[src/rtl/dot_pkg.sv]
package dot_pkg;

    // ============================================================
    // Datapath widths
    // ============================================================

    // One operand of a dot-product lane
    localparam int OP_W = 16;

    // Full unsigned product of two operands
    localparam int PROD_W = 2 * OP_W;

    // Sum of two products, one carry bit
    localparam int SUM_W = PROD_W + 1;

    // Sum of four products, two carry bits in total
    localparam int RES_W = PROD_W + 2;

    // ============================================================
    // Structure and latency
    // ============================================================

    // Operand pairs per operation
    localparam int LANES = 4;

    // Multiplier pipeline depth, input register not included
    localparam int MULT_LAT = 2;

endpackage

[src/rtl/result_buffer.sv]
`timescale 1ns/100ps

module result_buffer import dot_pkg::*; #(
    parameter int DEPTH = 64,
    localparam int ADDR_W = $clog2(DEPTH)
) (
    input  logic              CLK,
    input  logic              RST_N,
    input  logic              wr_en,
    input  logic              rd_en,
    input  logic [ADDR_W-1:0] wr_addr,
    input  logic [ADDR_W-1:0] rd_addr,
    input  logic [RES_W-1:0]  res_data,
    output logic              mem_valid,
    output logic [RES_W-1:0]  mem_data
);

    logic [RES_W-1:0] mem [DEPTH];
    logic [RES_W-1:0] rd_word;
    logic             rd_valid;

    // ============================================================
    // Storage, synchronous read and output register
    // ============================================================

    always_ff @(posedge CLK) begin
        if (wr_en) begin
            mem[wr_addr] <= res_data;
        end
        if (rd_en) begin
            rd_word <= mem[rd_addr];
        end
        mem_data <= rd_word;
    end

    // Valid follows the data two cycles behind rd_en
    always_ff @(posedge CLK or negedge RST_N) begin
        if (!RST_N) begin
            rd_valid  <= 1'b0;
            mem_valid <= 1'b0;
        end else begin
            rd_valid  <= rd_en;
            mem_valid <= rd_valid;
        end
    end

endmodule

[config.mk]
export PLATFORM = sky130hd
export DESIGN_NAME = result_buffer
export DESIGN_NICKNAME = d
export VERILOG_FILES = /design/src/rtl/dot_pkg.sv /design/src/rtl/result_buffer.sv
export SDC_FILE = /design/constraint.sdc
export NUM_CORES = 2
export LEC_CHECK = 0
export BUFFER_PORTS_ARGS = -buffer_cell sky130_fd_sc_hd__buf_2
export CORE_UTILIZATION = 55
export CTS_BUF_LIST = sky130_fd_sc_hd__clkbuf_16
export CTS_CLUSTER_SIZE = 30
export DETAILED_ROUTE_END_ITERATION = 10
export GPL_TIMING_DRIVEN = 0
export PLACE_DENSITY = 0.71
export SYNTH_ARGS = -nofsm -noshare
export SYNTH_HDL_FRONTEND = slang
export SYNTH_SLANG_ARGS = --single-unit
[constraint.sdc]
create_clock -name CLK -period 2 [get_ports CLK]
set_input_delay 0.2 -clock CLK [delete_from_list [all_inputs] [get_ports CLK]]
set_output_delay 0.2 -clock CLK [all_outputs]
set_load 0.02 [all_outputs]
==> run metrics <==
status=finished with violations; failing checks=setup timing; vias in the first global route=about 42000; number of max-cap violations=0; Synth top area share=78.2%; final setup fails=90; Yosys top cell by area=edfxtp_1; final setup margin=-0.203 ns; Slew Viols, Final=0; Longest Clk Path Bufs=3; Initial Util=~56%; Worst setup SP type=register; Clk pwr share=39.8%; routed wire length=roughly 240000 µm; Post-Synthesis Cells=about 3800; skew final=roughly 0.035 ns; # port buffers=77; first-pass GRT wire length=between 300000 and 400000 µm; Net Count, Synth=roughly 3800; CORE AREA=around 0.15 mm²; EDFF count, synth=2210; initial antenna violation count=8; CTS H-tree depth=4; RSZ-0062 raised after global routing=true; critical path arrival=between 2 and 3 ns; RD Place Congestion=~0.88; post-route setup TNS=-7.07 ns; Primary FF master, synth=edfxtp_1; grt total ovfl=0; clock slew at reported path FFs=~0.060 ns; Final min period=about 2.2 ns; CTS buffer count=215; Sequential Power Share=54.5%; largest net degree at the start of global routing=65; clk sinks=around 2200; vias per cell=6.80; row count=143; average cell area after synthesis=22.4 µm²; crit path kind=register to register; reg-to-reg startpoint=mem[19][5]; Detail Route Antenna Nets=0; P_leak=just over 30 nW; register area share after synthesis=about four fifths; flops & latches, synth=approximately 2200; Die Y=between 300 and 400 µm; power share of the combinational group=~5.6%; Slew headroom=approximately 2.8%; clock root cell=clkbuf_16; period utilization=110%; Unique masters post-synth=42; Starting DRT DRC Count=around 6700; # DRC=0; pwr dens=between 900 and 1000 mW/mm²; Die X=395 µm; WL per Instance=between 30 and 40 µm; Detailed Routing Iterations Pass 1=5; Switching Power=about 21 mW; Fin. Hold Viols=0; synth warn=0; sw frac=between 20 and 25%; Peak VDD IR=about 1 mV; DP Worst Slack=-2.02 ns; largest cells by area after synthesis=edfxtp_1 (78%), mux4_2 (13%), mux2i_1 (1.8%); postcts setup bufs=0; post-DP HPWL=around 150000 µm; Critical Path Start=mem[19][5]; Skew-Pair Late Insertion Delay=about 0.85 ns; Worst EP required=2.57 ns; Non-Filler Instances=~6400; Cell Area, Synth=0.0848 mm²; HP Class=input port to register; hold_sp=wr_addr[2]; Layout area overhead=14.6%; Worst-Margin Slew=about 1.5 ns; Final nets=approximately 4200; fraction of layout cells with a size suffix above 1=approximately 30%; via count=between 40000 and 50000; hold slack final=0.0886 ns; Final Cell Area=0.0973 mm²; Top-Level Pins=85; top achievable clock speed=about 450 MHz; kind of end point of the critical path=register; Post-synth ARST share=0.0890%; Die Area=between 0.15 and 0.2 mm²; placed cell areas=0.0898 mm²; Tot GR Track Use=between 30% and 40%; internal power=~75 mW; dpl cells=5957; crit-path max FO=1; CTS tree=done
## repair_timing
action / in CTS / in global routing
cloned: 0 / 1
pin swaps: 12 / 10
hold endpoints to repair: 46 / 38
setup endpoints to repair: 102 / 103
gates resized for setup: 241 / 32
hold buffers: 5 / 3
## cell usage in the layout (no fill, tap or decap), types with 10 or more instances in the layout
cell / count
edfxtp_1: 2210
mux4_2: 472
clkbuf_16: 220
mux2i_1: 144
buf_2: 106
o22ai_1: 83
nand2_1: 75
inv_1: 69
buf_12: 64
nand3_1: 63
nor2_4: 62
mux2_2: 54
clkbuf_2: 47
clkinv_1: 47
nand4_1: 46
buf_4: 43
a22oi_1: 35
dfxtp_1: 34
clkinv_2: 30
o221ai_1: 30
buf_6: 27
clkbuf_1: 24
a221o_1: 24
nor2b_1: 22
nor2_1: 21
a22oi_2: 20
clkbuf_4: 19
a211oi_1: 18
a21oi_1: 12
buf_8: 11
o22a_1: 10
o211ai_1: 10
a311o_1: 10
bufinv_16: 10
## logic make-up after synthesis
kind of cell,count (synthesis),share of synthesized area [%]
flip-flops,2246,79.1
AND/OR/NAND/NOR,346,1.95
multiplexers,676,15.0
buffers and inverters,215,1.34
AO/OA/AOI/OAI,297,2.61
## cell usage after synthesis, types with 2 or more instances
cell type / instances
edfxtp_1: 2210
mux4_2: 472
mux2i_1: 150
clkbuf_1: 89
nor2_1: 89
o22ai_1: 85
nand2_1: 80
nand3_1: 69
buf_2: 63
a22oi_1: 55
mux2_2: 54
nand4_1: 46
o221ai_1: 39
dfxtp_1: 34
a221o_1: 24
nor2b_1: 23
a211oi_1: 22
buf_1: 22
buf_4: 18
a21oi_1: 17
buf_6: 16
and3_1: 12
a311o_1: 10
o211ai_1: 10
o21ai_0: 10
o22a_1: 10
nand2b_1: 9
nor3_1: 7
buf_8: 6
a31oi_1: 5
o211a_1: 5
or2_2: 4
a221oi_1: 3
dfrtp_1: 2
nand3b_1: 2
or3_1: 2
## sequential cells by signal (all words and copies together), names as in the netlist
signal,flops
mem_data,34
mem_valid,1
rd_valid,1
mem,2176
rd_word,34
## layout make-up
class	count	area [µm²]
multi-input combinational	1320	17500
buffer	211	1530
sequential	2246	67100
inverter	1	5.00
clock inverter	173	1130
antenna	2	5.00
timing repair buffer	158	2010
clock buffer	217	5430
fill	9889	55400
tap	2030	2540
## layer usage
| metal | vias up | GRT usage (%) | wire length, µm |
|---|---|---|---|
| met5 | - | 0 | 8 |
| met4 | 2 | 11.6 | 9760 |
| met3 | 466 | 8.13 | 31300 |
| met2 | 3176 | 46.7 | 110000 |
| met1 | 22746 | 43.2 | 87100 |
| li1 | 16871 | - | - |
## through the flow
step           util, %  power, mW
6_report          63.7       95.9
5_1_grt           63.7       98.0
4_1_cts           63.6       96.0
3_5_place_dp      58.9       58.4
3_3_place_gp      57.9       58.3
2_1_floorplan        -       55.9
## worst paths after layout
check / cells past startpoint / slack [ns] / endpoint
min in group asynchronous: 3 / 0.23 / mem_valid
worst min-delay path: 3 / 0.09 / mem[54][13]
max in group asynchronous: 3 / 1.65 / rd_valid
worst max register to register: 4 / -0.20 / rd_word[5]
worst max-delay path: 4 / -0.20 / rd_word[5]
worst min register to register: 0 / 0.32 / mem_data[19]
## power groups by stage
stage	Sequential (mW)	Combinational [mW]	Clock [mW]
after CTS	52.3	5.33	38.3
after floorplan	53.3	2.57	0
after detailed placement	53.3	5.14	0
after global placement	53.3	5.00	0
after global routing	52.3	5.56	40.1
final	52.3	5.41	38.2
## critical path, cell delays in order, from the launching register on
cell,delay [ns]
edfxtp_1,0.37
mux4_2,0.50
a22oi_2,0.41
nand4_1,0.34
and3_1,0.33
Note: power is estimated with default switching activity, not from simulation.
