**src/rtl/dot_pkg.sv**
```systemverilog
package dot_pkg;

    // ============================================================
    // Datapath widths
    // ============================================================

    // One operand of a dot-product lane
    localparam int OP_W = 16;

    // Full unsigned product of two operands
    localparam int PROD_W = 2 * OP_W;

    // Sum of two products, one carry bit
    localparam int SUM_W = PROD_W + 1;

    // Sum of four products, two carry bits in total
    localparam int RES_W = PROD_W + 2;

    // ============================================================
    // Structure and latency
    // ============================================================

    // Operand pairs per operation
    localparam int LANES = 4;

    // Multiplier pipeline depth, input register not included
    localparam int MULT_LAT = 2;

endpackage

```
**src/rtl/mult_lanes.sv**
```systemverilog
`timescale 1ns/100ps

module mult_lanes import dot_pkg::*; (
    input  logic              CLK,
    input  logic              RST_N,
    input  logic              accept,
    input  logic [OP_W-1:0]   vect_a0,
    input  logic [OP_W-1:0]   vect_a1,
    input  logic [OP_W-1:0]   vect_a2,
    input  logic [OP_W-1:0]   vect_a3,
    input  logic [OP_W-1:0]   vect_b0,
    input  logic [OP_W-1:0]   vect_b1,
    input  logic [OP_W-1:0]   vect_b2,
    input  logic [OP_W-1:0]   vect_b3,
    output logic              prod_valid,
    output logic [PROD_W-1:0] prod0,
    output logic [PROD_W-1:0] prod1,
    output logic [PROD_W-1:0] prod2,
    output logic [PROD_W-1:0] prod3
);

    // B is split in halves, each half gives one partial product
    localparam int HALF_W = OP_W / 2;
    localparam int PP_W   = OP_W + HALF_W;

    logic [OP_W-1:0]   a_in   [LANES];
    logic [OP_W-1:0]   b_in   [LANES];
    logic [OP_W-1:0]   a_r    [LANES];
    logic [OP_W-1:0]   b_r    [LANES];
    logic [PP_W-1:0]   pp_lo  [LANES];
    logic [PP_W-1:0]   pp_hi  [LANES];
    logic [PROD_W-1:0] prod_r [LANES];
    logic              in_valid;
    logic              pp_valid;

    // Gather loose operand ports into lane arrays
    assign a_in[0] = vect_a0;
    assign a_in[1] = vect_a1;
    assign a_in[2] = vect_a2;
    assign a_in[3] = vect_a3;
    assign b_in[0] = vect_b0;
    assign b_in[1] = vect_b1;
    assign b_in[2] = vect_b2;
    assign b_in[3] = vect_b3;

    // ============================================================
    // Valid pipe, input register then two multiply stages
    // ============================================================

    always_ff @(posedge CLK or negedge RST_N) begin
        if (!RST_N) begin
            in_valid   <= 1'b0;
            pp_valid   <= 1'b0;
            prod_valid <= 1'b0;
        end else begin
            in_valid   <= accept;
            pp_valid   <= in_valid;
            prod_valid <= pp_valid;
        end
    end

    always_ff @(posedge CLK) begin
        for (int i = 0; i < LANES; i++) begin
            // Operands only need to be valid in the accept cycle
            if (accept) begin
                a_r[i] <= a_in[i];
                b_r[i] <= b_in[i];
            end
            // Stage 1: A times low and high byte of B
            pp_lo[i] <= a_r[i] * b_r[i][HALF_W-1:0];
            pp_hi[i] <= a_r[i] * b_r[i][OP_W-1:HALF_W];
            // Stage 2: shift and merge into the full product
            prod_r[i] <= (PROD_W'(pp_hi[i]) << HALF_W) + PROD_W'(pp_lo[i]);
        end
    end

    assign prod0 = prod_r[0];
    assign prod1 = prod_r[1];
    assign prod2 = prod_r[2];
    assign prod3 = prod_r[3];

endmodule

```
**config.mk**
```make
export PLATFORM = sky130hd
export DESIGN_NAME = mult_lanes
export DESIGN_NICKNAME = d
export VERILOG_FILES = /design/src/rtl/dot_pkg.sv /design/src/rtl/mult_lanes.sv
export SDC_FILE = /design/constraint.sdc
export NUM_CORES = 2
export LEC_CHECK = 0
export BUFFER_PORTS_ARGS = -buffer_cell sky130_fd_sc_hd__buf_2
export CAP_MARGIN = 10
export CORE_MARGIN = 4
export CORE_UTILIZATION = 65
export DETAILED_ROUTE_END_ITERATION = 10
export PLACE_DENSITY = 0.89
export SYNTH_ARGS = -nofsm -noshare
export SYNTH_HDL_FRONTEND = slang
export SYNTH_SLANG_ARGS = --single-unit
```
**constraint.sdc**
```tcl
create_clock -name CLK -period 11.9 [get_ports CLK]
set_input_delay 3.57 -clock CLK [delete_from_list [all_inputs] [get_ports CLK]]
set_output_delay 3.57 -clock CLK [all_outputs]
set_load 0.01 [all_outputs]
```
==> metrics <==
Top FF cell, synth dfxtp_1; peak supply drop 0.000219 V; Tightest Pin Transition 807 ps; startpoint types flip-flop; num rows 97; Final setup viols 0; sequential fraction of design power 0.186; gr usage total 0.278; final net count 6096; Post-CTS Hold Fix Bufs 0; Post-Synthesis Cells between 4000 and 5000; largest area contributor in the netlist fa_1; delay of the slowest critical-path stage 730 ps; most common cell in the netlist and2_1; antenna violations before repair 2; first-pass GRT wire length 172 mm; top cells by area, synth fa_1, dfxtp_1, and2_1, ha_1, edfxtp_1; Syn Nets 5925; setup repair after global routing missed its margin no; Leak Pwr 24.7 nW; max-cap violation count 0; FMAX 0.190 GHz; Avg Vias per Cell 5.59; Max-slew headroom 0.462; Post-Synthesis Cell Area 46200 um^2; Yosys reg bits 451; Layout fillers 4973; power per cell area between 200 and 300 nW/um^2; WL/cell 17.1 um; layout cell share with drive strength beyond 1 0.0779; I/O Pins 260; largest family of logic cells by synthesized area adder cells; IO Port Bufs 259; worst endpoint required time 12420 ps; Ys Warns 0; Worst Path Arrival 5780 ps; ys async rst share 0.00665; grt total ovfl 0; Most common cell on crit path fa_1; Synth cell types 90; Synth Area in XOR/XNOR 0.0417; CP Max Fanout 16; DRT Wirelength 100 mm; Setup crit end kind flip-flop; Post-synth EDFFs 128; Sum Neg Setup Slack 0 ps; final count of hold timing violations 0; Via Count roughly 33000; clock sinks 451; fin cells 5856; number of remaining DRC errors 0; adder-cell share of the synthesized area 0.405; DRT Pass-1 Iters 5; Routability Congestion 0.892; outcome completed; total CTS buffers 50; Die Ht 275 um; mux share of post-synthesis cell area 0.000704; CTS Root Buffer Type clkbuf_16; internal power 0.00769 W; number of global-route vias before repair 36428; post-synthesis area per instance 9.83 um^2; DP Wirelength 76.1 mm; Net Sw Power 0.00695 W; CP max-delay cell edfxtp_1; initial drt markers between 2000 and 2500; post-CTS setup buffers 0; sequential share of the synthesized area 0.223; Antenna Violating Nets Remaining 0; Worst Skew 16.9 ps; hold crit path type reg -> reg; final max-slew violation count 0; core box area 70300 um^2; Commonest cells post-synth and2_1, inv_1, fa_1, ha_1, dfxtp_1; share of the synthesized area in the top cell type 0.293; clock latency on the worst-skew pair 600 ps; Setup Crit Path Kind reg -> reg; Area Growth Syn to Fin 7.90%; Comb pwr share 0.705; clk buf depth 3; Final min period 5260 ps; CP cell instances nand2_1 > fa_1 > inv_1 > fa_1 > fa_1 > inv_1 > fa_1 > inv_1 > ha_1 > a2111oi_0 > a211oi_1 > nor2_1 > o31a_1 > nand2b_1 > a21oi_1 > xnor2_1; Final period util 0.442; Chip Width approximately 270 um; Simple-Gate Fraction of Synth Area 0.169; clock power share 0.109; largest net degree at the start of global routing 74; register clock-pin slew on the reported worst setup and hold paths about 60 ps; Gates resized, CTS repair 0; Die ar. 75500 um^2; Synth Area in Compound Gates 0.0806; Switching Share 0.475; depth of the CTS H-tree 2; CTS tree built; number of placed instances, taps included ~5800; Initial Util 0.658
per-stage QoR:
step                       util  hold slack, ps  setup slack [ps]  cell area, um^2  power (W)
after detailed placement  0.686             313              6560            48200     0.0129
after global placement    0.686             311              6600            48200     0.0125
after global routing      0.710             331              6350            49900     0.0162
after floorplan               -             310              7270            46200     0.0105
after CTS                 0.710             328              6660            49900     0.0146
final                     0.710             325              6640            49900     0.0146
worst paths after layout:
path,from,to,slack [ps],cells past startpoint
worst max-delay path,a_r[2][8],pp_lo[2][21],6640,16
worst min-delay path,pp_lo[3][6],prod_r[3][6],320,0
worst max register to register,a_r[2][8],pp_lo[2][21],6640,16
worst min register to register,pp_lo[3][6],prod_r[3][6],320,0
max in group asynchronous,RST_N,in_valid,9040,1
min in group asynchronous,RST_N,prod_valid,2750,1
critical path, delay by kind of cell, from the launching register on:
family                   cells  cell delay (ps)
AO/OA/AOI/OAI                4             1230
adder cells (fa/ha/maj)      5             2370
flip-flops                   1              730
AND/OR/NAND/NOR              3              550
buffers and inverters        3              160
XOR/XNOR                     1              140
cells in the final DEF, fill, tap and decap left out, drive strengths merged, types with 9 or more instances in the layout:
cell,netlist,routed
nor2,118,118
nor3,20,20
o31ai,10,10
and3,19,19
nand4,16,16
o21ai,113,113
o21bai,23,23
inv,840,851
edfxtp,128,128
xnor2,149,149
a21oi,169,169
nand3,32,32
a21o,79,79
nand2,254,254
o31a,9,9
nor2b,31,31
and2,856,856
nand2b,20,20
clkinv,0,14
buf,1,260
clkbuf,140,64
dfxtp,320,320
ha,416,416
a211oi,23,23
xor2,71,71
or3,13,13
fa,676,676
a31oi,13,13
o21a,45,45
state kept, by name, summed over array words and instances (netlist names):
register,cells
a_r,64
prod_valid,1
prod_r,128
b_r,64
pp_lo,96
pp_hi,96
pp_valid,1
in_valid,1
power groups by stage:
| stage | sequential [W] | clock (W) | combinational (W) |
|---|---|---|---|
| floorplan | 0.00263 | 0 | 0.00785 |
| global placement | 0.00272 | 0 | 0.00974 |
| detailed placement | 0.00274 | 0 | 0.0102 |
| CTS | 0.00272 | 0.00164 | 0.0103 |
| global route | 0.00278 | 0.00170 | 0.0117 |
| finish | 0.00272 | 0.00160 | 0.0103 |
routing by layer:
metal / share of wire / global-route usage
met1: 0.39 / 0.343
met2: 0.51 / 0.493
met3: 0.056 / 0.0388
met4: 0.042 / 0.115
met5: 0 / 0
kinds of logic after synthesis:
kind of cell,after synthesis
simple gates,1396
xor+xnor,220
buf+inv,981
mux,3
compound gates,559
flops,451
fa+ha+maj,1092
final cells by class:
type | instances | area (um^2) | share of cell area
clock buffers | 64 | 1440 | 0.0289
well taps | 940 | 1180 | 0.0236
repair buffers | 260 | 1310 | 0.0263
inverters | 840 | 3150 | 0.0632
flip-flops and latches | 451 | 10300 | 0.207
diodes | 2 | 5.00 | 0.000100
multi-input cells | 3270 | 32200 | 0.646
clock inverters | 29 | 250 | 0.00502
(Power assumes the default switching activity.)
