$ cat src/rtl/dot_pkg.sv
package dot_pkg;

    // ============================================================
    // Datapath widths
    // ============================================================

    // One operand of a dot-product lane
    localparam int OP_W = 16;

    // Full unsigned product of two operands
    localparam int PROD_W = 2 * OP_W;

    // Sum of two products, one carry bit
    localparam int SUM_W = PROD_W + 1;

    // Sum of four products, two carry bits in total
    localparam int RES_W = PROD_W + 2;

    // ============================================================
    // Structure and latency
    // ============================================================

    // Operand pairs per operation
    localparam int LANES = 4;

    // Multiplier pipeline depth, input register not included
    localparam int MULT_LAT = 2;

endpackage

$ cat src/rtl/adder_tree.sv
`timescale 1ns/100ps

module adder_tree import dot_pkg::*; (
    input  logic              CLK,
    input  logic              RST_N,
    input  logic              prod_valid,
    input  logic [PROD_W-1:0] prod0,
    input  logic [PROD_W-1:0] prod1,
    input  logic [PROD_W-1:0] prod2,
    input  logic [PROD_W-1:0] prod3,
    output logic              res_valid,
    output logic [RES_W-1:0]  res_data
);

    logic [PROD_W-1:0] cap0;
    logic [PROD_W-1:0] cap1;
    logic [PROD_W-1:0] cap2;
    logic [PROD_W-1:0] cap3;
    logic [SUM_W-1:0]  sum01;
    logic [SUM_W-1:0]  sum23;
    logic [SUM_W-1:0]  sum01_r;
    logic [SUM_W-1:0]  sum23_r;
    logic              cap_valid;
    logic              sum_valid;
    logic              sum_r_valid;

    // ============================================================
    // Valid chain, one flop per tree stage
    // ============================================================

    always_ff @(posedge CLK or negedge RST_N) begin
        if (!RST_N) begin
            cap_valid   <= 1'b0;
            sum_valid   <= 1'b0;
            sum_r_valid <= 1'b0;
            res_valid   <= 1'b0;
        end else begin
            cap_valid   <= prod_valid;
            sum_valid   <= cap_valid;
            sum_r_valid <= sum_valid;
            res_valid   <= sum_r_valid;
        end
    end

    always_ff @(posedge CLK) begin
        // Capture the four products of one operation together
        if (prod_valid) begin
            cap0 <= prod0;
            cap1 <= prod1;
            cap2 <= prod2;
            cap3 <= prod3;
        end
        // Pairwise sums keep their carry
        sum01   <= SUM_W'(cap0) + SUM_W'(cap1);
        sum23   <= SUM_W'(cap2) + SUM_W'(cap3);
        // Extra register to split the adder path
        sum01_r <= sum01;
        sum23_r <= sum23;
        // Final sum, 4 x ffff x ffff still fits
        res_data <= RES_W'(sum01_r) + RES_W'(sum23_r);
    end

endmodule

$ cat config.mk
export PLATFORM = sky130hd
export DESIGN_NAME = adder_tree
export DESIGN_NICKNAME = d
export VERILOG_FILES = /design/src/rtl/dot_pkg.sv /design/src/rtl/adder_tree.sv
export SDC_FILE = /design/constraint.sdc
export NUM_CORES = 1
export LEC_CHECK = 0
export BUFFER_PORTS_ARGS = -buffer_cell sky130_fd_sc_hd__buf_2
export CORE_UTILIZATION = 55
export DETAILED_ROUTE_END_ITERATION = 16
export GPL_ROUTABILITY_DRIVEN = 0
export PLACE_DENSITY = 0.78
export RECOVER_POWER = 25
export SETUP_SLACK_MARGIN = 0.05
export SLEW_MARGIN = 20
export SYNTH_ARGS = -nofsm -noshare
export SYNTH_HDL_FRONTEND = slang
export SYNTH_SLANG_ARGS = --single-unit
$ cat constraint.sdc
create_clock -name CLK -period 3.4 [get_ports CLK]
set_input_delay 0.85 -clock CLK [delete_from_list [all_inputs] [get_ports CLK]]
set_output_delay 0.85 -clock CLK [all_outputs]
set_load 0.02 [all_outputs]
==> results.md <==
* Max_slew headroom at 65.8%
* Maximum vdd drop at 0.000481 V
* Number of synthesized flops with an enable pin at 128
* Residual DRC count at 0
* Number of antenna violations at the first check in global routing at 0
* Buffers plus inverters on the worst setup path at 0
* Wire length per cell after detailed routing at 15.5 um
* Data arrival time of the critical path at 3430 ps
* Final-report hold violation count at 0
* Die Outline Area at 0.0226 mm^2
* Tcrit/Tclk final at 87.5%
* Worst Setup Path Type: reg2reg
* Number of port buffers at 165
* Gate Count Post-Synth at 984
* Number of instances resized during post-cts repair at 0
* Design area at 0.0142 mm^2
* RSZ-0062 raised after global routing: false
* HPWL after detailed placement at 17000 um
* FF-to-FF path depth at 10
* Result of the run: complete, no violations
* Maxcap violations at 0
* Power Dens Cells at 821 mW/mm^2
* Number of cells on the critical path at 10
* Largest stage delay, worst path at 420 ps
* Overall overflow remaining after global route at 0
* Number of search-and-repair iterations in the first detailed-routing pass at 5
* Antenna viol nets, final at 0
* Number of buffers added by the clock tree synthesis step at 29
* Type of origin of the critical path: register
* Worst R2R Setup Slack at 430 ps
* Crit. End Element: register
* Overall via count from detail_route at 7916
* Clk sink count at 298
* Family of cells with the greatest summed delay on the critical path: compound AO/OA/AOI/OAI gates
* Startpoint of the most critical setup path: cap0[0]
* Clock slew at reported path FFs at 70 ps
* Clock buffer depth at 3
* Worst setup timing slack at the placement stage at 469 ps
* Clock tree from TritonCTS: done
* Worst skew pair latency at 530 ps
* Horizontal die dimension at 150 um
* Wire length of the first global-routing pass at 36200 um
* Sum of negative setup slack at 0 ps
* Final Critical Period at 2970 ps
* Tot GR Track Use at 20.4%
* Proportion of register bits with asynchronous set or reset after synthesis at 1.34%
* Initial core utilization at 56.8%
* Maximum number of pins on one net before global-route repair at 57
* Max Freq at 336 MHz
* Critical-path cell list: ha_1 > fa_1 > a21o_1 > a221o_1 > o211ai_2 > o221ai_2 > a31o_2 > a2111oi_2 > a41oi_1 > o211ai_1
* Deepest level of the CTS H-tree at 1
* Vias per cell at 5.38
* Syn Nets at 1215
* Syn-to-layout area delta at 17.5%
* Floorplan die height at 150 um
* Power consumption at 11.7 mW
* Number of storage elements in the synthesis netlist at 298
* Pin slew with the least headroom to its limit at 512 ps
* Leak Pwr at 5.99 nW
* Iteration-0 DRC Markers at 387
* Critical path capture point: sum01[18]
* Number of nets in the final layout at 1405
* Critical path's slowest cell: fa_1
* Beginning of the worst register-to-register path: cap0[0]
* CTS Hold Bufs at 0
* Worst-path fanout max at 4
* Post-CTS setup buffers at 0
* Fraction of layout cells with a size suffix above 1 at 19.6%
* Destination of the worst register-to-register timing path: sum01[18]
* Core area at 0.0213 mm^2
* Vias in the first global route at 7613
* Mean cell area of the mapped netlist at 12.3 um^2
* Cell at the root of the clock tree: clkbuf_16
* Clock Skew at 8.71 ps
* Number of antenna diodes at 0
* Synth Flop Type: dfxtp_1
* Total cell area at the placement stage at 0.0133 mm^2
* # setup viols final at 0
* Slack of the critical path at 426 ps
* IO Pins at 166
* Final count of pins violating max slew at 0
* Share of synthesized area occupied by flip-flops and latches at 60.1%
* Warning count from the yosys run at 0
* Data required, critical path at 3860 ps
* Number of different library cells in the post-synthesis netlist at 66
* Worst min path class: in2async
* Cell row count at 53
* Wire length after detailed routing at 22800 um
* Synthesized cell area at 0.0121 mm^2
layout make-up:
cell class / count / area, um^2
clock buffer: 40 / 831
sequential: 298 / 7270
tap: 275 / 344
clock inverter: 14 / 109
fill: 1523 / 7080
inverter: 26 / 97.6
timing repair buffer: 170 / 877
multi-input combinational: 649 / 4680
registers in the layout (all words and copies together), names as in the netlist:
signal       count
cap0            32
cap1            32
cap2            32
cap3            32
cap_valid        1
res_data        34
res_valid        1
sum01           33
sum01_r         33
sum23           33
sum23_r         33
sum_r_valid      1
sum_valid        1
power by group:
part	internal (mW)	switching (mW)	total [mW]
sequential	4.64	0.297	4.94
combinational	1.53	2.13	3.66
clock	1.74	1.32	3.06
metal layers:
layer | part of all wire (%) | track usage [%] | vias up | wire [um]
li1 | - | - | 4008 | -
met2 | 46 | 33.6 | 294 | 10500
met5 | 0 | 0 | - | 0
met3 | 7.3 | 3.00 | 41 | 1660
met4 | 1.7 | 5.71 | 0 | 393
met1 | 45 | 28.0 | 3573 | 10300
cells in the final DEF (no fill, tap or decap), drive strengths merged, types with 4 or more instances in the layout:
cell | Yosys | layout
clkbuf | 9 | 41
a21boi | 4 | 4
nor2b | 8 | 8
nor2 | 46 | 46
a21oi | 102 | 102
clkinv | 0 | 5
o21a | 9 | 9
o31ai | 6 | 6
nand2b | 11 | 11
edfxtp | 128 | 128
nand2 | 71 | 71
dfxtp | 166 | 166
o211ai | 13 | 13
a31oi | 7 | 7
xnor2 | 52 | 52
o21ai | 53 | 53
and3 | 4 | 4
a211oi | 6 | 6
nand3 | 15 | 15
dfrtp | 4 | 4
o21bai | 7 | 7
nor3 | 13 | 13
nand4 | 12 | 12
ha | 97 | 97
xor2 | 31 | 31
buf | 2 | 169
inv | 26 | 33
a21o | 25 | 25
cell usage after synthesis, types with 4 or more instances:
master	number	area (um^2)
nand2_1	71	267
o21a_1	9	67.6
a21boi_0	4	30.0
clkbuf_1	9	33.8
o31ai_1	5	37.5
ha_1	97	1210
nor2b_1	8	50.1
nor3_1	13	65.1
a31oi_1	4	25.0
dfxtp_1	166	3320
a21oi_1	100	500
dfrtp_1	4	100
nor2_1	46	173
xnor2_1	52	455
o21ai_0	49	245
o21ai_1	4	20.0
o211ai_1	11	82.6
nand3_1	15	75.1
a21o_1	25	188
and3_1	4	25.0
o21bai_1	7	52.6
nand2b_1	11	68.8
a211oi_1	6	45.0
edfxtp_1	128	3840
nand4_1	12	75.1
xor2_1	31	272
inv_1	26	97.6
metrics by stage:
stage | hold slack [ps] | cells | utilization, %
global placement | 311 | 1418 | 62.3
CTS | 88.4 | 1472 | 66.7
global route | 123 | 1472 | 66.7
detailed placement | 312 | 1418 | 62.3
floorplan | 310 | 984 | -
finish | 128 | 1472 | 66.7
worst min path at each step:
stage	start	end	slack [ps]
floorplan	sum01[0]	sum01_r[0]	310
global placement	sum01[9]	sum01_r[9]	310
detailed placement	sum01[26]	sum01_r[26]	310
CTS	RST_N	sum_r_valid	90
global route	RST_N	sum_valid	120
finish	RST_N	cap_valid	130
cells by family (layout without fill, tap and decap cells):
group / after synthesis / after routing / synth area share, %
and+or+nand+nor: 196 / 196 / 7.58
adders and majority gates: 100 / 100 / 10.5
buffers and inverters: 37 / 250 / 1.17
AOI/OAI and AO/OA: 269 / 269 / 14.5
xor gates and xnor gates: 83 / 83 / 6.01
muxes: 1 / 1 / 0.0828
DFF: 298 / 298 / 60.1
No activity file was read; power rests on OpenSTA's default activity.
