$ cat src/rtl/dot_ctrl.sv
`timescale 1ns/100ps

module dot_ctrl #(
    parameter int DEPTH = 64,
    localparam int ADDR_W = $clog2(DEPTH)
) (
    input  logic              CLK,
    input  logic              RST_N,
    input  logic              en_mac,
    input  logic              en_block_read,
    input  logic              res_valid,
    output logic              rdy_mac,
    output logic              rdy_block_read,
    output logic              accept,
    output logic              wr_en,
    output logic              rd_en,
    output logic [ADDR_W-1:0] wr_addr,
    output logic [ADDR_W-1:0] rd_addr
);

    // State encoding
    localparam logic [1:0] IDLE    = 2'd0;
    localparam logic [1:0] WRITING = 2'd1;
    localparam logic [1:0] FULL    = 2'd2;
    localparam logic [1:0] READING = 2'd3;

    logic [1:0]        state;
    logic [1:0]        state_nxt;
    // One extra bit, the MSB flags DEPTH accepts in this round
    logic [ADDR_W:0]   issue_cnt;
    logic [ADDR_W-1:0] wr_cnt;
    logic [ADDR_W-1:0] rd_cnt;
    logic              blk_accept;
    logic              wr_last;
    logic              rd_last;

    // ============================================================
    // Handshakes
    // ============================================================

    // Take new work until DEPTH operations are in flight or stored
    assign rdy_mac = ((state == IDLE) || (state == WRITING)) && !issue_cnt[ADDR_W];
    assign accept  = en_mac && rdy_mac;

    // Block read only offered with a full buffer
    assign rdy_block_read = (state == FULL);
    assign blk_accept     = en_block_read && rdy_block_read;

    // Results land the cycle they leave the adder tree
    assign wr_en   = res_valid && (state == WRITING);
    assign wr_addr = wr_cnt;

    // One read per cycle for the whole READING state
    assign rd_en   = (state == READING);
    assign rd_addr = rd_cnt;

    // Last address is all ones, DEPTH is a power of two
    assign wr_last = wr_en && (&wr_cnt);
    assign rd_last = rd_en && (&rd_cnt);

    // ============================================================
    // FSM
    // ============================================================

    always_comb begin
        state_nxt = state;
        case (state)
            IDLE:    if (accept)     state_nxt = WRITING;
            WRITING: if (wr_last)    state_nxt = FULL;
            FULL:    if (blk_accept) state_nxt = READING;
            READING: if (rd_last)    state_nxt = IDLE;
            default: state_nxt = IDLE;
        endcase
    end

    always_ff @(posedge CLK or negedge RST_N) begin
        if (!RST_N) begin
            state     <= IDLE;
            issue_cnt <= '0;
            wr_cnt    <= '0;
            rd_cnt    <= '0;
        end else begin
            state <= state_nxt;
            // Issue count restarts once the round has been read out
            if (rd_last) begin
                issue_cnt <= '0;
            end else if (accept) begin
                issue_cnt <= issue_cnt + 1'b1;
            end
            // Both address counters wrap back to 0 at the end of a pass
            if (wr_en) begin
                wr_cnt <= wr_cnt + 1'b1;
            end
            if (rd_en) begin
                rd_cnt <= rd_cnt + 1'b1;
            end
        end
    end

endmodule

$ cat config.mk
export PLATFORM = sky130hd
export DESIGN_NAME = dot_ctrl
export DESIGN_NICKNAME = d
export VERILOG_FILES = /design/src/rtl/dot_ctrl.sv
export SDC_FILE = /design/constraint.sdc
export NUM_CORES = 1
export LEC_CHECK = 0
export BUFFER_PORTS_ARGS = -buffer_cell sky130_fd_sc_hd__buf_2
export CORE_ASPECT_RATIO = 1.4
export CORE_MARGIN = 3
export CORE_UTILIZATION = 57
export CTS_BUF_LIST = sky130_fd_sc_hd__clkbuf_8
export DETAILED_ROUTE_END_ITERATION = 8
export PLACE_DENSITY = 0.83
export SLEW_MARGIN = 20
export SYNTH_ARGS = -nofsm -noshare
export SYNTH_HDL_FRONTEND = slang
export SYNTH_SLANG_ARGS = --single-unit
$ cat constraint.sdc
create_clock -name CLK -period 2.2 [get_ports CLK]
set_input_delay 0.22 -clock CLK [delete_from_list [all_inputs] [get_ports CLK]]
set_output_delay 0.22 -clock CLK [all_outputs]
set_load 0.05 [all_outputs]
==> metrics.txt, run 1 <==
Hold EP=wr_addr[0]; first-pass iteration count of the detailed router=4; Slew Viols, Final=0; crit-path most repeated cell=nor2_1; count leader, synth=dfrtp_1; Post-synth EDFFs=0; core box area=approximately 1700 um^2; cell count after synthesis=96; worst path arrival time=~1700 ps; Crit. End Element=output pin; CTS buffer count=3; hold_sp=res_valid; CP Class=reg -> out; first-pass GRT wire length=about 3.5 mm; Synth Area per Inst=approximately 11 um^2; clk_skew=between 1 and 1.5 ps; Synth top area share=between 50% and 60%; FP Rows=17; number of global-route vias before repair=~830; worst-path maximum fanout=7; RR Startpoint=state[0]; Maximum Capacitance Violations=0; detailed-route via count=~780; Relative slew margins=between 60% and 70%; CTS tree=yes; asr flop ratio synth=between 90% and 100%; final setup violation count=0; initial antenna violation count=0; Synth Cell Area=between 1000 and 1500 um^2; CP Buf/Inv Count=2; synth top area cells=dfrtp_1 50%, ha_1 9.6%, xnor2_1 8.4%, nor2_1 4.3%, xor2_1 3.4%; pin count of the biggest net entering global routing=22; setup TNS=0 ps; Yosys reg bits=21; Total Wirelength=2.04 mm; reg2reg path depth=6; Final ANT Viol Nets=0; DP Wirelength=between 1 and 1.5 mm; die area=2380 um^2; Die Y=~57 um; Layout fillers=116; Clock Sinks=21; dpl cell area=1170 um^2; CTS HTree Levels=1; R2R Setup Slk=~500 ps; Period Utilization, post-route=between 80% and 90%; Worst-path clk slew=about 70 ps; root buffer cell=clkbuf_8; Worst setup SP type=register; drt via density=approximately 5.5; layout cell share with drive strength beyond 1=a little under a quarter; GRT Total Usage=between 10% and 20%; Final Hold Fails=0; gr ovfl total=0; Worst path slowest cell=dfrtp_1; measured slew at the worst slew-check pin=approximately 460 ps; crit-path cells=inv_1, ha_1, nor2_1, nor2_1, buf_2; DR DRC count=0; clk_lat worst skew=approximately 260 ps; RSZ-0062 raised after global routing=no; reg2reg end=issue_cnt[5]; I/O Buffers=21; Area Growth Syn to Fin=17.7%; Die X=42.1 um; post-layout util=73.8%; Period minus WS final=1930 ps; Synth Net Count=109; yosys warns=0; Critical Path RT=1980 ps; cell taking the most area after synthesis=dfrtp_1; DR WL/cell=about 14 um; cell family with most CP delay=simple AND/OR/NAND/NOR gates; IO Pins=22; dominant synthesized flop cell=dfrtp_1; Initial DRC Count=11; status=completed; CTS max path bufs=2; commonest cells in the netlist=21 x dfrtp_1, 12 x nor2_1, 10 x xnor2_1, 9 x nand2_1, 8 x ha_1; Worst path max stage delay=390 ps; Netlist cell types=21; gpl congestion=0.720; critical path depth=5; Fmax=a little over 500 MHz; Worst Hold Class=in -> reg; Starting Density=a little over three fifths; post-route cell area=~1200 um^2; Hold Path Stages=3; Antenna diodes=0; Seq/Total Area, Yosys=between 50% and 60%; Final nets=between 100 and 150
-- kinds of logic (layout without fill, tap and decap cells) --
| logic type | Yosys count | in the layout | share of synthesized area, % |
|---|---|---|---|
| AOI/OAI and AO/OA | 8 | 8 | 4.33 |
| xor gates and xnor gates | 14 | 14 | 11.8 |
| adders and majority gates | 8 | 8 | 9.62 |
| buffers and inverters | 3 | 29 | 1.08 |
| DFF | 21 | 21 | 50.5 |
| muxes | 4 | 4 | 4.21 |
| and+or+nand+nor | 38 | 38 | 18.5 |
-- registers in the layout, summed over array words and instances (netlist names) --
register and flops:
issue_cnt 7, rd_addr 6, wr_addr 6, state 2
-- stage by stage --
stage	worst slack [ps]	hold slack [ps]	cells
after floorplan	332	-75.6	96
after global placement	633	196	136
after detailed placement	518	205	136
after CTS	271	353	141
after global routing	101	386	141
final	266	360	141
-- worst max path at each step --
stage | start | endpoint
floorplan | state[1] | issue_cnt[0]
global placement | state[1] | accept
detailed placement | state[0] | issue_cnt[5]
CTS | state[0] | accept
global route | state[1] | accept
finish | state[0] | accept
-- per-layer routing --
layer  up-vias  wire, um  track usage, %
li1        379         -               -
met2        12      1140            36.7
met5         -         0               0
met1       382       805            18.9
met3         4        65            2.24
met4         0        26            10.2
-- tightest hold or removal path, cell delays in order --
cell     delay (ps)
buf_2           110
nand2_1         160
xnor2_1          90
-- placed cells by master (no fill, tap or decap), drive strengths merged --
cell         count
a21oi            3
buf             21
clkbuf           3
dfrtp           21
dlygate4sd3      1
ha               8
inv              4
mux2             3
mux2i            1
nand2            9
nand2b           1
nand3            5
nand4            4
nand4bb          1
nor2            12
nor2b            1
nor3             2
nor3b            1
nor4b            1
o21ai            4
o22a             1
or3              1
xnor2           10
xor2             4
-- area by class of cell --
cell class	count	area, um^2	share of cell area [%]
clock buffer	3	41.3	3.37
timing repair buffer	22	115	9.40
tap	19	23.8	1.94
sequential	21	526	42.9
multi-input combinational	72	504	41.2
inverter	3	11.3	0.919
clock inverter	1	3.75	0.306
-- repair_timing --
item | CTS | global route
gates resized for setup | 0 | 0
hold endpoints to repair | 21 | 0
buffers inserted | 0 | 0
hold buffers | 1 | 0
Power of run 1 is not shown: default switching activity piles up to over one toggle a cycle in this logic, so the estimate is an artifact.
==> inputs of run 2 (changes only) <==
--- a/config.mk
+++ b/config.mk
@@ -7,5 +7,4 @@
 export LEC_CHECK = 0
 export BUFFER_PORTS_ARGS = -buffer_cell sky130_fd_sc_hd__buf_2
-export CORE_ASPECT_RATIO = 1.4
 export CORE_MARGIN = 3
 export CORE_UTILIZATION = 57
==> constraint.sdc (replaced) <==
create_clock -name CLK -period 2.2 [get_ports CLK]
set_input_delay 0.44 -clock CLK [delete_from_list [all_inputs] [get_ports CLK]]
set_output_delay 0.44 -clock CLK [all_outputs]
set_load 0.05 [all_outputs]
==> metrics.txt, run 2 (synthesis results as in run 1) <==
status=completed; Antenna diodes=0 (unchanged); Worst path max stage delay=420 ps (+30 ps); CTS buffer count=3 (unchanged); Worst path slowest cell=dfrtp_1; Die X=48.7 um (+16%); CP Class=reg -> out; met3 WL post-DR=98 um (+51%); M1 wire length=920 um (+14%); CTS max path bufs=2 (unchanged); final setup violation count=0 (unchanged); post-cts hold buffer count=0 (-1); DR DRC count=0 (unchanged); root buffer cell=clkbuf_8; gpl congestion=0.771 (+7.2%); R2R Setup Slk=550 ps (+60 ps); RSZ-0062 raised after global routing=no; RR Startpoint=state[0]; number of flip-flops under the largest register name=7 (unchanged); DP Wirelength=1.54 mm (+4.7%); Worst setup SP type=register; Worst Hold Class=in -> async; metal2 WL=1.01 mm (-11%); FP Rows=14 (-3); Final nets=135 (-0.74%); IO Pins=22 (unchanged); gr ovfl total=0 (unchanged); most frequent cells in the layout=21 x buf_2, 21 x dfrtp_1, 11 x nor2_1, 10 x xnor2_1, 9 x nand2_1; Maximum Capacitance Violations=0 (unchanged); Slew Viols, Final=0 (unchanged); I/O Buffers=21 (unchanged); DR WL/cell=14.2 um (-1.5%); reg2reg end=issue_cnt[5]; CTS tree=yes; core box area=1610 um^2 (-2.9%); measured slew at the worst slew-check pin=471 ps (+7.32 ps); initial antenna violation count=0 (unchanged); worst path arrival time=1660 ps (-50 ps); number of global-route vias before repair=807 (-3.0%); cell family with most CP delay=buffers and inverters; Worst-path clk slew=80 ps (about the same); Clock Sinks=21 (unchanged); Relative slew margins=68.6% (-0.49 points); max layer used=met4; crit-path cells=inv_1, ha_1, nor2_2, nor2_1, buf_2; setup TNS=0 ps (unchanged); detailed-route via count=788 (+1.4%); die area=2380 um^2 (-0.30%); CP Buf/Inv Count=2 (unchanged); Initial DRC Count=10 (-1); Period Utilization, post-route=95.5% (+7.5 points); drt via density=5.43 (-1.4%); Crit. End Element=output pin; first-pass GRT wire length=3.73 mm (+6.1%); Starting Density=64.6% (+1.9 points); worst-path maximum fanout=7 (unchanged); layout cell share with drive strength beyond 1=25.6% (+1.8 points); Total Wirelength=2.06 mm (+1.3%); CTS HTree Levels=1 (unchanged); clk_lat worst skew=260 ps (about the same); Period minus WS final=2100 ps (+166 ps); Critical Path RT=1760 ps (-220 ps); clk_skew=8.72 ps (+7.41 ps); pin count of the biggest net entering global routing=22 (unchanged); Final Hold Fails=0 (unchanged); reg2reg path depth=6 (unchanged); Fmax=476 MHz (-7.9%); Reg with most FFs=issue_cnt; first-pass iteration count of the detailed router=4 (unchanged); Area Growth Syn to Fin=17.7% (unchanged); GRT Total Usage=20.4% (+1.4 points); Final ANT Viol Nets=0 (unchanged); Die Y=48.7 um (-14%)
run 2: cell count changes in the layout (fill, tap and decap cells not counted):
cell,change
clkinv_2,+1
dlygate4sd3_1,-1
inv_1,-1
nor2_1,-1
nor2_2,+1
run 2: timing repair:
item,in CTS,in global routing
resized for setup,0,1
endpoints found under the setup margin,0,1
setup buffers,0,0
run 2: through the flow:
| stage | setup WS (ps) | hold WS (ps) | cell area [um^2] | instances | utilization (%) |
|---|---|---|---|---|---|
| 3_3_place_gp | 400 | 414 | 1180 | 141 | 73.0 |
| 4_1_cts | 41.4 | 130 | 1220 | 145 | 75.9 |
| 3_5_place_dp | 329 | 418 | 1180 | 141 | 73.0 |
| 5_1_grt | 29.0 | 143 | 1220 | 145 | 76.0 |
| 2_1_floorplan | 264 | 144 | 1040 | 96 | - |
| 6_report | 100 | 118 | 1220 | 145 | 76.0 |
run 2: per-layer routing:
layer	track usage, %	vias to the layer above
li1	-	377
met1	25.1	387
met2	34.2	19
met3	4.91	5
met4	8.53	0
met5	0	-
run 2: how the worst max path moves through the flow:
| stage | from | endpoint | slack, ps | cells after the start |
|---|---|---|---|---|
| finish | state[0] | accept | 100 | 5 |
| global route | state[1] | accept | 30 | 5 |
| global placement | state[1] | accept | 400 | 5 |
| floorplan | state[1] | accept | 260 | 4 |
| CTS | state[0] | accept | 40 | 5 |
| detailed placement | state[1] | accept | 330 | 5 |
run 2: final cells by class:
class	instances	area, um^2
clock buffers	3	41.3
clock inverters	1	5.00
multi-input cells	72	507
repair buffers	21	105
well taps	24	30.0
inverters	3	11.3
fillers	127	387
flip-flops and latches	21	526
Power of run 2 is left out for the same reason.
==> inputs of run 3 (changes only) <==
==> constraint.sdc (replaced) <==
create_clock -name CLK -period 2.2 [get_ports CLK]
set_input_delay 0.11 -clock CLK [delete_from_list [all_inputs] [get_ports CLK]]
set_output_delay 0.11 -clock CLK [all_outputs]
set_load 0.05 [all_outputs]
==> metrics.txt, run 3 (synthesis results as in run 1) <==
gr ovfl total=0 (unchanged); Worst setup SP type=register; number of global-route vias before repair=799 (-0.99%); post-CTS resize count=0 (unchanged); Final ANT Viol Nets=0 (unchanged); CTS tree=yes; first-pass GRT wire length=3.53 mm (-5.4%); GRT Total Usage=18.7% (-1.7 points); Crit. End Element=output pin; reg2reg end=issue_cnt[5]; CP Class=reg -> out; Worst-path clk slew=70 ps (about the same); Reg with most FFs=issue_cnt; R2R Setup Slk=520 ps (-30 ps); Hold Path Stages=3; Clock Sinks=21 (unchanged); status=completed; RR Startpoint=state[1]; Slew Viols, Final=0 (unchanged); Die Y=48.7 um (unchanged); Worst Hold Class=in -> reg; Maximum Capacitance Violations=0 (unchanged); setup TNS=0 ps (unchanged); DP Wirelength=1.46 mm (-5.2%); hold_sp=res_valid; worst path arrival time=1700 ps (+40 ps); final setup violation count=0 (unchanged); Period Utilization, post-route=82.2% (-13 points); Critical Path RT=2090 ps (+330 ps); DR DRC count=0 (unchanged); pin count of the biggest net entering global routing=22 (unchanged); CTS buffer count=3 (unchanged); Total Wirelength=1.95 mm (-5.4%); Hold EP=wr_addr[0]; die area=2380 um^2 (unchanged); detailed-route via count=792 (+0.51%); IO Pins=22 (unchanged); reg2reg path depth=6 (unchanged); gpl congestion=0.827 (+7.2%); Antenna diodes=0 (unchanged); Final nets=136 (+0.74%); worst-path maximum fanout=7 (unchanged); number of flip-flops under the largest register name=7 (unchanged); FP Rows=14 (unchanged); CTS max path bufs=2 (unchanged); drt via density=5.42 (-0.18%); most frequent cells in the layout=21 x buf_2, 21 x dfrtp_1, 12 x nor2_1, 10 x xnor2_1, 9 x nand2_1; initial antenna violation count=0 (unchanged); Final Hold Fails=0 (unchanged); I/O Buffers=21 (unchanged); clk_lat worst skew=260 ps (about the same); measured slew at the worst slew-check pin=463 ps (-7.26 ps); Fmax=553 MHz (+16%); RSZ-0062 raised after global routing=no; first-pass iteration count of the detailed router=4 (unchanged); Relative slew margins=69.1% (+0.48 points); clk_skew=0.582 ps (-8.14 ps); Period minus WS final=1810 ps (-291 ps); Starting Density=64.6% (unchanged); core box area=1610 um^2 (unchanged); root buffer cell=clkbuf_8; Initial DRC Count=22 (+12); CTS HTree Levels=1 (unchanged); DR WL/cell=13.4 um (-6.1%); Die X=48.7 um (unchanged); Area Growth Syn to Fin=18.4%; layout cell share with drive strength beyond 1=24.6% (-1.0 points)
-- run 3: cell types whose count changed in the layout (fill, tap and decap cells not counted) --
cell           change
dlygate4sd3_1      +1
nor2_1             +1
nor2_2             -1
-- run 3: through the flow --
step	instances	hold slack, ps	worst slack, ps	util [%]	area, um^2
detailed placement	141	86.5	541	73.0	1180
finish	146	228	391	76.5	1230
floorplan	96	-186	332	-	1040
global placement	141	82.5	656	73.0	1180
CTS	146	224	388	76.5	1230
global route	146	253	243	76.5	1230
-- run 3: worst max-delay path: stages (launching register included) --
cell and delay [ps]:
dfrtp_1 400, inv_1 100, ha_1 220, nor2_1 330, nor2_1 150, buf_2 240
-- run 3: layout make-up --
class	instances	area [um^2]
clock inverters	1	5.00
fillers	116	379
clock buffers	3	41.3
flip-flops and latches	21	526
well taps	24	30.0
inverters	3	11.3
repair buffers	22	115
multi-input cells	72	504
-- run 3: metal layers --
metal / vias to the layer above / part of all wire [%] / track usage [%]
li1: 377 / - / -
met2: 22 / 51 / 33.5
met4: 0 / 1.1 / 7.58
met1: 389 / 45 / 22.2
met5: - / 0 / 0
met3: 4 / 3.4 / 3.07
-- run 3: worst max-delay path by stage --
stage              endpoint  slack (ps)      from
2_1_floorplan  issue_cnt[0]         330  state[1]
3_3_place_gp   issue_cnt[5]         660  state[1]
3_5_place_dp   issue_cnt[5]         540  state[1]
4_1_cts              accept         390  state[1]
5_1_grt              accept         240  state[0]
6_report             accept         390  state[1]
-- run 3: what timing repair did --
action,in CTS,in global routing
hold buffers,1,0
hold endpoints to repair,21,0
setup buffers,0,0
Power of run 3 is left out for the same reason.
